$ cat config.mk
export PLATFORM = sky130hd
export DESIGN_NAME = core_slice_top
export DESIGN_NICKNAME = d
export VERILOG_FILES = /design/src/hw/core_pkg.sv /design/src/hw/inst_decoder.sv /design/src/hw/reg_file.sv /design/src/hw/id_ex_pipe.sv /design/src/hw/exec_unit.sv /design/src/hw/core_slice_top.sv
export VERILOG_INCLUDE_DIRS = /design/src /design/src/hw
export SDC_FILE = /design/constraint.sdc
export NUM_CORES = 2
export LEC_CHECK = 0
export BUFFER_PORTS_ARGS = -buffer_cell sky130_fd_sc_hd__buf_2
export CORE_ASPECT_RATIO = 1.25
export CORE_UTILIZATION = 35
export DETAILED_ROUTE_END_ITERATION = 8
export HOLD_SLACK_MARGIN = 0.05
export REMOVE_ABC_BUFFERS = 1
export SLEW_MARGIN = 20
export SYNTH_ARGS = -nofsm -noshare
export SYNTH_HDL_FRONTEND = slang
export SYNTH_SLANG_ARGS = --single-unit
$ cat constraint.sdc
create_clock -name clk -period 8.35 [get_ports clk]
set_input_delay 0.4175 -clock clk [delete_from_list [all_inputs] [get_ports clk]]
set_output_delay 0.4175 -clock clk [all_outputs]
set_load 0.05 [all_outputs]
$ cat src/hw/core_macros.svh
// ========================================
// width and count constants for the
// decode-to-execute slice
// data path width, register address width
// and number of architectural registers
// ========================================

`ifndef CORE_MACROS_SVH
`define CORE_MACROS_SVH

// data path and pc width
`define CORE_XLEN 32

// register file address width
`define CORE_REG_AW 5

// architectural registers incl. x0
`define CORE_REG_NUM 32

`endif

$ cat src/hw/core_pkg.sv
// ========================================
// shared types of the core slice
// opcode and alu operation enums
// instruction word union with r/i/u views
// decode, operand and retire records
// ========================================

`include "core_macros.svh"

package core_pkg;

    typedef enum logic [6:0] {
        OPC_OP     = 7'b0110011,  // register-register alu
        OPC_OP_IMM = 7'b0010011,  // register-immediate alu
        OPC_LUI    = 7'b0110111,
        OPC_AUIPC  = 7'b0010111
    } opcode_e;

    typedef enum logic [3:0] {
        ALU_ADD,
        ALU_SUB,
        ALU_SLL,
        ALU_SLT,
        ALU_SLTU,
        ALU_XOR,
        ALU_SRL,
        ALU_SRA,
        ALU_OR,
        ALU_AND,
        ALU_PASS_B  // lui result is operand b
    } alu_op_e;

    typedef struct packed {
        logic [6:0]              funct7;
        logic [`CORE_REG_AW-1:0] rs2;
        logic [`CORE_REG_AW-1:0] rs1;
        logic [2:0]              funct3;
        logic [`CORE_REG_AW-1:0] rd;
        logic [6:0]              opcode;
    } r_type_t;

    typedef struct packed {
        logic [11:0]             imm;  // imm[11:0], sign bit on top
        logic [`CORE_REG_AW-1:0] rs1;
        logic [2:0]              funct3;
        logic [`CORE_REG_AW-1:0] rd;
        logic [6:0]              opcode;
    } i_type_t;

    typedef struct packed {
        logic [19:0]             imm;  // imm[31:12]
        logic [`CORE_REG_AW-1:0] rd;
        logic [6:0]              opcode;
    } u_type_t;

    // one instruction word, three ways to read it
    typedef union packed {
        r_type_t r;
        i_type_t i;
        u_type_t u;
    } inst_u;

    typedef struct packed {
        alu_op_e                 alu_op;
        logic                    src1_is_pc;   // operand a from pc
        logic                    src2_is_imm;  // operand b from imm
        logic                    reg_we;
        logic                    illegal;
        logic [`CORE_REG_AW-1:0] rd;
        logic [`CORE_XLEN-1:0]   imm;          // already extended
        logic [`CORE_XLEN-1:0]   pc;
    } dec_info_t;

    typedef struct packed {
        logic [`CORE_XLEN-1:0] rs1_data;
        logic [`CORE_XLEN-1:0] rs2_data;
    } operand_t;

    typedef struct packed {
        logic [`CORE_XLEN-1:0]   pc;
        logic [`CORE_REG_AW-1:0] rd;
        logic                    we;
        logic                    illegal;
        logic [`CORE_XLEN-1:0]   data;
    } retire_t;

endpackage

$ cat src/hw/inst_decoder.sv
// ========================================
// combinational rv32i decoder
// covers op, op-imm, lui and auipc
// anything else comes out flagged illegal
// ========================================

`timescale 1ns/1ps
`include "core_macros.svh"

module inst_decoder
    import core_pkg::*;
(
    input  inst_u                 inst_i,
    input  logic [`CORE_XLEN-1:0] pc_i,
    output dec_info_t             dec_o
);

    // funct3 -> alu op, alt picks sub / sra
    function automatic alu_op_e funct_to_alu(input logic [2:0] funct3, input logic alt);
        alu_op_e op;
        case (funct3)
            3'b000:  op = alt ? ALU_SUB : ALU_ADD;
            3'b001:  op = ALU_SLL;
            3'b010:  op = ALU_SLT;
            3'b011:  op = ALU_SLTU;
            3'b100:  op = ALU_XOR;
            3'b101:  op = alt ? ALU_SRA : ALU_SRL;
            3'b110:  op = ALU_OR;
            default: op = ALU_AND;
        endcase
        return op;
    endfunction

    logic [6:0]            opcode;
    logic                  imm_alt;  // srai only, sub form ignored
    logic [`CORE_XLEN-1:0] imm_i;
    logic [`CORE_XLEN-1:0] imm_u;

    assign opcode  = inst_i.r.opcode;  // same bits in every view
    assign imm_alt = (inst_i.i.funct3 == 3'b101) && inst_i.r.funct7[5];
    assign imm_i   = {{(`CORE_XLEN-12){inst_i.i.imm[11]}}, inst_i.i.imm};  // sign extend
    assign imm_u   = {inst_i.u.imm, 12'b0};

    always_comb begin
        dec_o             = '0;
        dec_o.alu_op      = ALU_ADD;
        dec_o.rd          = inst_i.r.rd;
        dec_o.pc          = pc_i;
        dec_o.illegal     = 1'b1;     // until an opcode matches
        case (opcode)
            OPC_OP: begin
                dec_o.alu_op  = funct_to_alu(inst_i.r.funct3, inst_i.r.funct7[5]);
                dec_o.reg_we  = 1'b1;
                dec_o.illegal = 1'b0;
            end
            OPC_OP_IMM: begin
                dec_o.alu_op      = funct_to_alu(inst_i.i.funct3, imm_alt);
                dec_o.src2_is_imm = 1'b1;
                dec_o.imm         = imm_i;  // shamt sits in imm[4:0]
                dec_o.reg_we      = 1'b1;
                dec_o.illegal     = 1'b0;
            end
            OPC_LUI: begin
                dec_o.alu_op      = ALU_PASS_B;
                dec_o.src2_is_imm = 1'b1;
                dec_o.imm         = imm_u;
                dec_o.reg_we      = 1'b1;
                dec_o.illegal     = 1'b0;
            end
            OPC_AUIPC: begin
                dec_o.src1_is_pc  = 1'b1;   // pc + upper imm
                dec_o.src2_is_imm = 1'b1;
                dec_o.imm         = imm_u;
                dec_o.reg_we      = 1'b1;
                dec_o.illegal     = 1'b0;
            end
            default: ;                      // illegal, no write
        endcase
    end

    // illegal words must never request a register write
    always_comb begin
        assert (!(dec_o.illegal && dec_o.reg_we))
            else $error("decoder: illegal instruction with reg_we set");
    end

endmodule

$ cat src/hw/reg_file.sv
// ========================================
// 32 x 32 register file
// two read ports with write-through bypass
// one write port, x0 hard-wired to zero
// ========================================

`timescale 1ns/1ps
`include "core_macros.svh"

module reg_file
    import core_pkg::*;
(
    input  logic                    clk,
    input  logic                    rst_i,
    input  logic [`CORE_REG_AW-1:0] rs1_addr_i,
    input  logic [`CORE_REG_AW-1:0] rs2_addr_i,
    output operand_t                ops_o,
    input  logic                    wr_en_i,
    input  logic [`CORE_REG_AW-1:0] wr_addr_i,
    input  logic [`CORE_XLEN-1:0]   wr_data_i
);

    logic [`CORE_XLEN-1:0] regs_q [`CORE_REG_NUM];
    logic                  wr_live;   // write to a real register this cycle
    logic                  rs1_byp;
    logic                  rs2_byp;

    assign wr_live = wr_en_i && (wr_addr_i != '0);
    assign rs1_byp = wr_live && (wr_addr_i == rs1_addr_i);
    assign rs2_byp = wr_live && (wr_addr_i == rs2_addr_i);

    always_ff @(posedge clk) begin
        if (rst_i) begin
            for (int i = 0; i < `CORE_REG_NUM; i++) begin
                regs_q[i] <= '0;  // all regs read zero after reset
            end
        end else if (wr_live) begin
            regs_q[wr_addr_i] <= wr_data_i;  // x0 never reached here
        end
    end

    // x0 reads zero, bypass beats stored value
    assign ops_o.rs1_data = (rs1_addr_i == '0) ? '0 :
                            rs1_byp ? wr_data_i : regs_q[rs1_addr_i];
    assign ops_o.rs2_data = (rs2_addr_i == '0) ? '0 :
                            rs2_byp ? wr_data_i : regs_q[rs2_addr_i];

    // x0 storage stays zero through any write traffic
    x0_const_a: assert property (
        @(posedge clk) disable iff (rst_i)
        $stable(regs_q[0]) && (regs_q[0] == '0)
    ) else $error("reg_file: x0 storage changed");

endmodule

$ cat src/hw/id_ex_pipe.sv
// ========================================
// id/ex stage register
// carries decode info and operands
// holds on back-pressure, bubble on reset
// ========================================

`timescale 1ns/1ps

module id_ex_pipe
    import core_pkg::*;
(
    input  logic      clk,
    input  logic      rst_i,
    input  logic      hold_i,   // downstream stalled
    input  logic      valid_i,  // low loads a bubble
    input  dec_info_t dec_i,
    input  operand_t  ops_i,
    output logic      valid_o,
    output dec_info_t dec_o,
    output operand_t  ops_o
);

    logic      valid_q;
    dec_info_t dec_q;
    operand_t  ops_q;

    always_ff @(posedge clk) begin
        if (rst_i) begin
            valid_q      <= 1'b0;          // empty stage
            dec_q.reg_we <= 1'b0;          // no stray write out of reset
        end else if (!hold_i) begin
            valid_q <= valid_i;
            dec_q   <= dec_i;              // bubble keeps payload, valid low
            ops_q   <= ops_i;
        end
    end

    assign valid_o = valid_q;
    assign dec_o   = dec_q;
    assign ops_o   = ops_q;

    // a held item must present the same control and data next cycle
    hold_stable_a: assert property (
        @(posedge clk) disable iff (rst_i)
        (hold_i && valid_q) |=> (valid_q && $stable(dec_q) && $stable(ops_q))
    ) else $error("id_ex_pipe: contents changed during hold");

endmodule

$ cat src/hw/exec_unit.sv
// ========================================
// execute stage, combinational
// operand select and rv32i alu
// builds the retire record for writeback
// ========================================

`timescale 1ns/1ps
`include "core_macros.svh"

module exec_unit
    import core_pkg::*;
(
    input  logic      valid_i,
    input  dec_info_t dec_i,
    input  operand_t  ops_i,
    output retire_t   wb_o
);

    logic [`CORE_XLEN-1:0] op_a;
    logic [`CORE_XLEN-1:0] op_b;
    logic [`CORE_XLEN-1:0] result;
    logic [4:0]            shamt;

    // operand muxes
    assign op_a  = dec_i.src1_is_pc  ? dec_i.pc  : ops_i.rs1_data;
    assign op_b  = dec_i.src2_is_imm ? dec_i.imm : ops_i.rs2_data;
    assign shamt = op_b[4:0];  // rv32 shifts use 5 bits

    always_comb begin
        case (dec_i.alu_op)
            ALU_ADD:    result = op_a + op_b;
            ALU_SUB:    result = op_a - op_b;
            ALU_SLL:    result = op_a << shamt;
            ALU_SLT:    result = {{(`CORE_XLEN-1){1'b0}}, $signed(op_a) < $signed(op_b)};
            ALU_SLTU:   result = {{(`CORE_XLEN-1){1'b0}}, op_a < op_b};
            ALU_XOR:    result = op_a ^ op_b;
            ALU_SRL:    result = op_a >> shamt;
            ALU_SRA:    result = $unsigned($signed(op_a) >>> shamt);  // sign fill
            ALU_OR:     result = op_a | op_b;
            ALU_AND:    result = op_a & op_b;
            ALU_PASS_B: result = op_b;          // lui
            default:    result = '0;
        endcase
    end

    // retire record, write only for a live legal item
    always_comb begin
        wb_o         = '0;
        wb_o.pc      = dec_i.pc;
        wb_o.rd      = dec_i.rd;
        wb_o.we      = valid_i && dec_i.reg_we;
        wb_o.illegal = valid_i && dec_i.illegal;
        wb_o.data    = result;
    end

endmodule

$ cat src/hw/core_slice_top.sv
// ========================================
// decode-to-execute slice top level
// decoder and register file in parallel
// id/ex register feeding the execute unit
// valid/ready at input and retire ports
// ========================================

`timescale 1ns/1ps
`include "core_macros.svh"

module core_slice_top
    import core_pkg::*;
(
    input  logic                  clk,
    input  logic                  rst_i,
    input  logic                  inst_valid_i,
    output logic                  inst_ready_o,
    input  inst_u                 inst_i,
    input  logic [`CORE_XLEN-1:0] pc_i,
    output logic                  wb_valid_o,
    input  logic                  wb_ready_i,
    output retire_t               wb_o
);

    dec_info_t dec_id;    // decoder out
    operand_t  ops_id;    // regfile read out
    dec_info_t dec_ex;    // stage register out
    operand_t  ops_ex;
    logic      valid_ex;
    logic      hold;
    logic      rf_we;

    assign hold         = wb_valid_o && !wb_ready_i;  // retire stalled
    assign inst_ready_o = !hold;
    assign wb_valid_o   = valid_ex;
    assign rf_we        = wb_valid_o && wb_ready_i && wb_o.we;  // write on retire

    inst_decoder i_decoder (
        .inst_i (inst_i),
        .pc_i   (pc_i),
        .dec_o  (dec_id)
    );

    reg_file i_reg_file (
        .clk        (clk),
        .rst_i      (rst_i),
        .rs1_addr_i (inst_i.r.rs1),
        .rs2_addr_i (inst_i.r.rs2),
        .ops_o      (ops_id),
        .wr_en_i    (rf_we),
        .wr_addr_i  (wb_o.rd),
        .wr_data_i  (wb_o.data)
    );

    id_ex_pipe i_id_ex_pipe (
        .clk     (clk),
        .rst_i   (rst_i),
        .hold_i  (hold),
        .valid_i (inst_valid_i),  // idle input means a bubble
        .dec_i   (dec_id),
        .ops_i   (ops_id),
        .valid_o (valid_ex),
        .dec_o   (dec_ex),
        .ops_o   (ops_ex)
    );

    exec_unit i_exec_unit (
        .valid_i (valid_ex),
        .dec_i   (dec_ex),
        .ops_i   (ops_ex),
        .wb_o    (wb_o)
    );

endmodule

# Yosys cells after proc, flatten, opt, wreduce, memory -nomap -nowiden
# Memories as Yosys holds them, arrays and structs flattened. A register that Yosys moved wholly into a read port is not among the register bits.
# Cells that the tools add are included.
[word_totals] reg_bits=78 latchBits=0 ramBits=1024 mem_bits_ro=0 inputBits=68 output_inout_bits=73 word_cells=83 memories=1
[mem_list] name="i_reg_file.regs_q" depth=32 width=32 read_ports=2 rd_clocked_by_memory_dff=2 wr=32 line="reg_file.sv:23" text="logic [`CORE_XLEN-1:0] regs_q [`CORE_REG_NUM];"
[classes] n_addsub=2 mul=0 div=0 order_cmp=2 eq_ne=20 shifts=3 mux=22 bitwise=5 n_reduce_logical=19
[ops] cell="$pmux 32 s11" count=1
[ops] cell="$mux 32" count=3
[ops] cell="$lt 32x32->1" count=2
[ops] cell="$pmux 32 s2" count=1
[ops] cell="$pmux 4 s7" count=2
[ops] cell="$add 32x32->32" count=1
[ops] cell="$and 32x32->32" count=1
[ops] cell="$or 32x32->32" count=1
[ops] cell="$reduce_or 32->1" count=1
[ops] cell="$shl 32x5->32" count=1
[ops] cell="$shr 32x5->32" count=1
[ops] cell="$sshr 32x5->32" count=1
[ops] cell="$sub 32x32->32" count=1
[ops] cell="$xor 32x32->32" count=1
[ops] cell="$eq 4x3->1 const B" count=4
[ops] cell="$eq 7x5->1 const B" count=2
[ops] cell="$eq 7x6->1 const B" count=2
[ops] cell="$eq 4x4->1 const B" count=3
[ops] cell="$mux 1" count=12
[ops] cell="$pmux 4 s3" count=1
[ops] cell="$logic_not 5->1" count=2
[ops] cell="$eq 3x3->1 const B" count=3
[ops] cell="$eq 4x2->1 const B" count=2
[ops] cell="$logic_and 1x1->1" count=7
[ops] cell="14 further kinds" count=17

# Depth between registers and ports, before layout
[logic_depth] word_depth=8 mapped_depth=20 ltp_nobuf=14

# By module
# From an unflattened synthesis, not the netlist that was laid out.
[unflattened] cells_unflattened=5695 area_unflattened_um2=70794.1
[modules_own_cells] mod="reg_file" instances=1 cells_each=3918 area_each_um2=55723.4 seq_area_each_um2=30749.5
[modules_own_cells] mod="exec_unit" instances=1 cells_each=1502 area_each_um2=9942.0 seq_area_each_um2=0.0
[modules_own_cells] mod="id_ex_pipe" instances=1 cells_each=147 area_each_um2=4275.4 seq_area_each_um2=4244.1
[modules_own_cells] mod="inst_decoder" instances=1 cells_each=125 area_each_um2=830.8 seq_area_each_um2=0.0
[modules_own_cells] mod="core_slice_top" instances=1 cells_each=3 area_each_um2=22.5 seq_area_each_um2=0.0

# Least setup slack after synthesis
# Ideal clock, no wire load.
[synth_path] path_type="flip-flop to flip-flop" startpoint="register i_id_ex_pipe.valid_q, in the netlist i_id_ex_pipe.valid_o" endpoint="register i_id_ex_pipe.dec_q (netlist bit i_id_ex_pipe.dec_o[0]), enable pin" setup_time_ns=0.641 t_arrival_ns=6.546 t_required_ns=7.709 slack_ns=1.163 path_stages_with_launch=3 path_buffers=0 synth_period_minus_slack_ns=7.187 cell_sequence="dfxtp_1 nor2b_1 nor2_1"
[synth_between] elab_chain_len=3
[synth_rtl] item="start: declaration" line="id_ex_pipe.sv:23" text="logic valid_q;"
[synth_rtl] item="start signal: assignment" line="id_ex_pipe.sv:32" text="valid_q <= valid_i;"
[synth_rtl] item="$logic_and 1x1->1" line="core_slice_top.sv:33" text="assign hold = wb_valid_o && !wb_ready_i;"
[synth_rtl] item="$not 1->1 (no line)"
[synth_rtl] item="$reduce_and 2->1 (no line)"
[synth_rtl] item="end signal: assignment" line="id_ex_pipe.sv:33" text="dec_q <= dec_i;"
[synth_rtl] item="end: declaration" line="id_ex_pipe.sv:24" text="dec_info_t dec_q;"
# Every way passes these cells.
# A chain may end at the register's enable or synchronous reset.

==> results.py <==
metrics = {
    "worst_setup_path": {
        "ff2ff_setup_slack_ns": 1.89,
        "crit_fanout": 34,
        "crit_type": "reg -> out",
        "reg2reg_to": "i_reg_file.regs_q[15][27]",
        "cp.arrival_ns": 7.05,
        "ff2ff_path_depth": 13,
        "start_kind": "flip-flop",
        "r2r-start": "i_id_ex_pipe.dec_o[72]",
        "crit_path_end_kind": "output port",
        "critPathRequiredTime_ns": 7.93,
    },
    "synthesis": {
        "synthCells": 5315,
        "synth_edf_count": 1164,
        "postSynthAreaPerCell_sq_um": 12.9,
        "ys.flop_type": "edfxtp_1",
        "synthDistinctLibCells": 103,
        "synth_seq_area_share_pct": 51.1,
        "ys_ff_latch": 1166,
        "syn-cell-area_sq_um": 68500,
        "ys_async_sr_fraction_pct": 0,
        "yosys_warnings": 0,
    },
    "min_path": {
        "whs_endpoint": "i_id_ex_pipe.dec_o[75]",
        "hold_path_class": "in -> reg",
        "hold_start": "inst_i[3]",
        "hold_depth": 4,
    },
    "finish": {
        "regArea_sq_um": 35000,
        "num-fill-cells": 18135,
        "layout_commonest_cell": "nor2_1",
        "drive_gt1_share_pct": 25.2,
        "layout_common_cells": "nor2_1, edfxtp_1, mux4_2",
        "multiInputGateArea_sq_um": 31100,
        "finish.instance_area_sq_um": 76500,
        "fin_nets": 5459,
        "area.growth.synth_to_final_pct": 11.7,
    },
    "die": {
        "die_w_um": 398,
        "dieArea_sq_um": 197000,
        "initial_core_util_pct": 35.2,
        "rows": 181,
        "die_h_um": 497,
        "ios": 141,
        "core_sq_um": 195000,
    },
    "route": {
        "drt_iter0_drc": 6740,
        "vias_per_cell": 6.30,
        "wl_mm": 273,
        "wl_per_cell_um": 34.4,
        "drc_errors": 0,
        "antenna_left": 0,
        "vias": 50084,
        "drt_pass1_iterations": 8,
    },
    "timing": {
        "timing.final.max_slew_violations": 0,
        "rsz0062_at_grt": "false",
        "fin_crit_ns": 7.47,
        "hold_ws_ns": 0.0949,
        "finalSetupViolations": 0,
        "final-hold-violation-count": 0,
        "fin_crit_sh_pct": 89.5,
        "slew_headroom_pct": 16.2,
        "skew_ns": 0.0501,
        "worst_slack_ns": 0.880,
        "worst_pin_slew_ns": 1.25,
        "max_freq_mhz": 134,
    },
    "power_and_ir_drop": {
        "p_leak_nw": 27.4,
        "peakVddDrop_uv": 232,
        "p_per_area_nw_per_um2": 212,
    },
    "clocking": {
        "clk_latency_ns": 0.83,
        "post_cts_buffers": 0,
        "clk_pin_slew_ns": 0.07,
        "cts_tree": "yes",
        "cts-root-buf": "clkbuf_16",
        "cts_sinks": 1166,
        "cts_made_buffers": 130,
        "clockBufferDepth": 3,
        "cts_htree_levels": 4,
    },
    "place": {
        "hpwl_mm": 174,
        "post_dp_cell_area_sq_um": 72000,
        "place_ws_ns": 2.07,
        "routabilityCongestion": 1.04,
        "numPortBuffers": 140,
    },
    "global_routing": {
        "grt-ovfl-total": 0,
        "grt_pass1_wl_mm": 381,
        "grt_use_total_pct": 27.4,
        "antenna_found_initial": 12,
        "grt_max_degree": 124,
        "grt_pass1_vias": 49959,
    },
    "flow_run": {
        "maxCapViolCount": 0,
    },
    "status": {
        "status": "completed",
    },
}
-- synthesized netlist by cell type (60+ instances only) --
cell type / instances / area [sq um]
nor2_1: 1199 / 4500
mux4_2: 624 / 14100
clkbuf_1: 328 / 1230
nand2_1: 226 / 848
buf_2: 107 / 536
ha_1: 103 / 1290
buf_1: 60 / 225
a211oi_1: 83 / 623
edfxtp_1: 1164 / 35000
a21oi_1: 162 / 811
o21ai_0: 124 / 621
inv_1: 100 / 375
mux2i_1: 166 / 1660
mux2_2: 69 / 777
-- critical path, stage by stage, from the launching register on --
cell and delay, ns:
edfxtp_1 0.69, buf_4 0.51, mux2i_1 0.98, ha_1 0.54, nor3_1 0.35, nand4_1 0.13, a21oi_1 0.48, nor2_1 0.15
o31ai_1 0.97, a21boi_0 0.35, a211oi_4 0.28, buf_4 0.40, inv_2 0.14, buf_2 0.24
-- repair_timing --
| action | 4_1_cts | 5_1_grt |
|---|---|---|
| hold buffers | 50 | 0 |
| endpoints found under the hold margin | 53 | 0 |
| gates resized for setup | 0 | 0 |
| setup endpoints to repair | 0 | 0 |
-- worst max-delay path by stage --
| stage | startpoint | end | slack [ns] | depth (start not counted) |
|---|---|---|---|---|
| after floorplan | i_id_ex_pipe.dec_o[71] | wb_o[17] | -1.60 | 11 |
| after global placement | i_id_ex_pipe.dec_o[71] | i_id_ex_pipe.ops_o[60] | 2.10 | 15 |
| after detailed placement | i_id_ex_pipe.dec_o[71] | wb_o[27] | 2.07 | 16 |
| after CTS | i_id_ex_pipe.dec_o[71] | wb_o[27] | 1.21 | 16 |
| after global routing | i_id_ex_pipe.dec_o[71] | wb_o[30] | 0.74 | 15 |
| final | i_id_ex_pipe.dec_o[72] | wb_o[25] | 0.88 | 13 |
-- registers in the layout, indices dropped and copies added (netlist names) --
register              cells
i_reg_file.regs_q      1024
i_id_ex_pipe.ops_o       64
i_id_ex_pipe.dec_o       77
i_id_ex_pipe.valid_o      1
-- through the flow --
step           setup TNS (ns)  std cells  utilization [%]  total power, mW
2_1_floorplan         -412.33       4791                -             8.98
3_3_place_gp                0       7664             37.0             10.6
3_5_place_dp                0       7664             37.0             10.6
4_1_cts                     0       7943             39.3             16.2
5_1_grt                     0       7946             39.3             16.6
6_report                    0       7949             39.3             16.2
-- metal layers --
metal / global-route usage (%) / wire [um] / vias to the layer above
li1: - / - / 20177
met1: 33.2 / 97100 / 25735
met2: 45.4 / 131000 / 3342
met3: 5.75 / 27000 / 824
met4: 15.3 / 17700 / 6
met5: 0 / 39 / -
-- power by group --
part	leakage, nW	internal [mW]	switching, mW	total [mW]
clock network	1.95	3.05	2.54	5.59
logic	13.5	1.15	2.65	3.80
registers	12.0	6.68	0.141	6.82
-- logic make-up (layout without fill, tap and decap cells) --
logic type	after synthesis	in the layout	share of synthesized area, %
mux	880	880	24.6
other cells	1	36	0.00548
fa+ha+maj	105	105	1.94
buf+inv	691	728	4.39
simple gates	1720	1720	10.5
flops	1166	1166	51.1
compound gates	735	735	7.33
xor+xnor	17	17	0.217
-- cell type report --
cell class / count / share of cell area (%)
sequential: 1166 / 45.7
multi-input combinational: 3489 / 40.7
clock buffer: 154 / 4.42
tap: 2562 / 4.19
timing repair buffer: 363 / 3.49
clock inverter: 75 / 0.842
inverter: 136 / 0.667
antenna: 4 / 0.0131
Power figures use the tool's default switching activity.
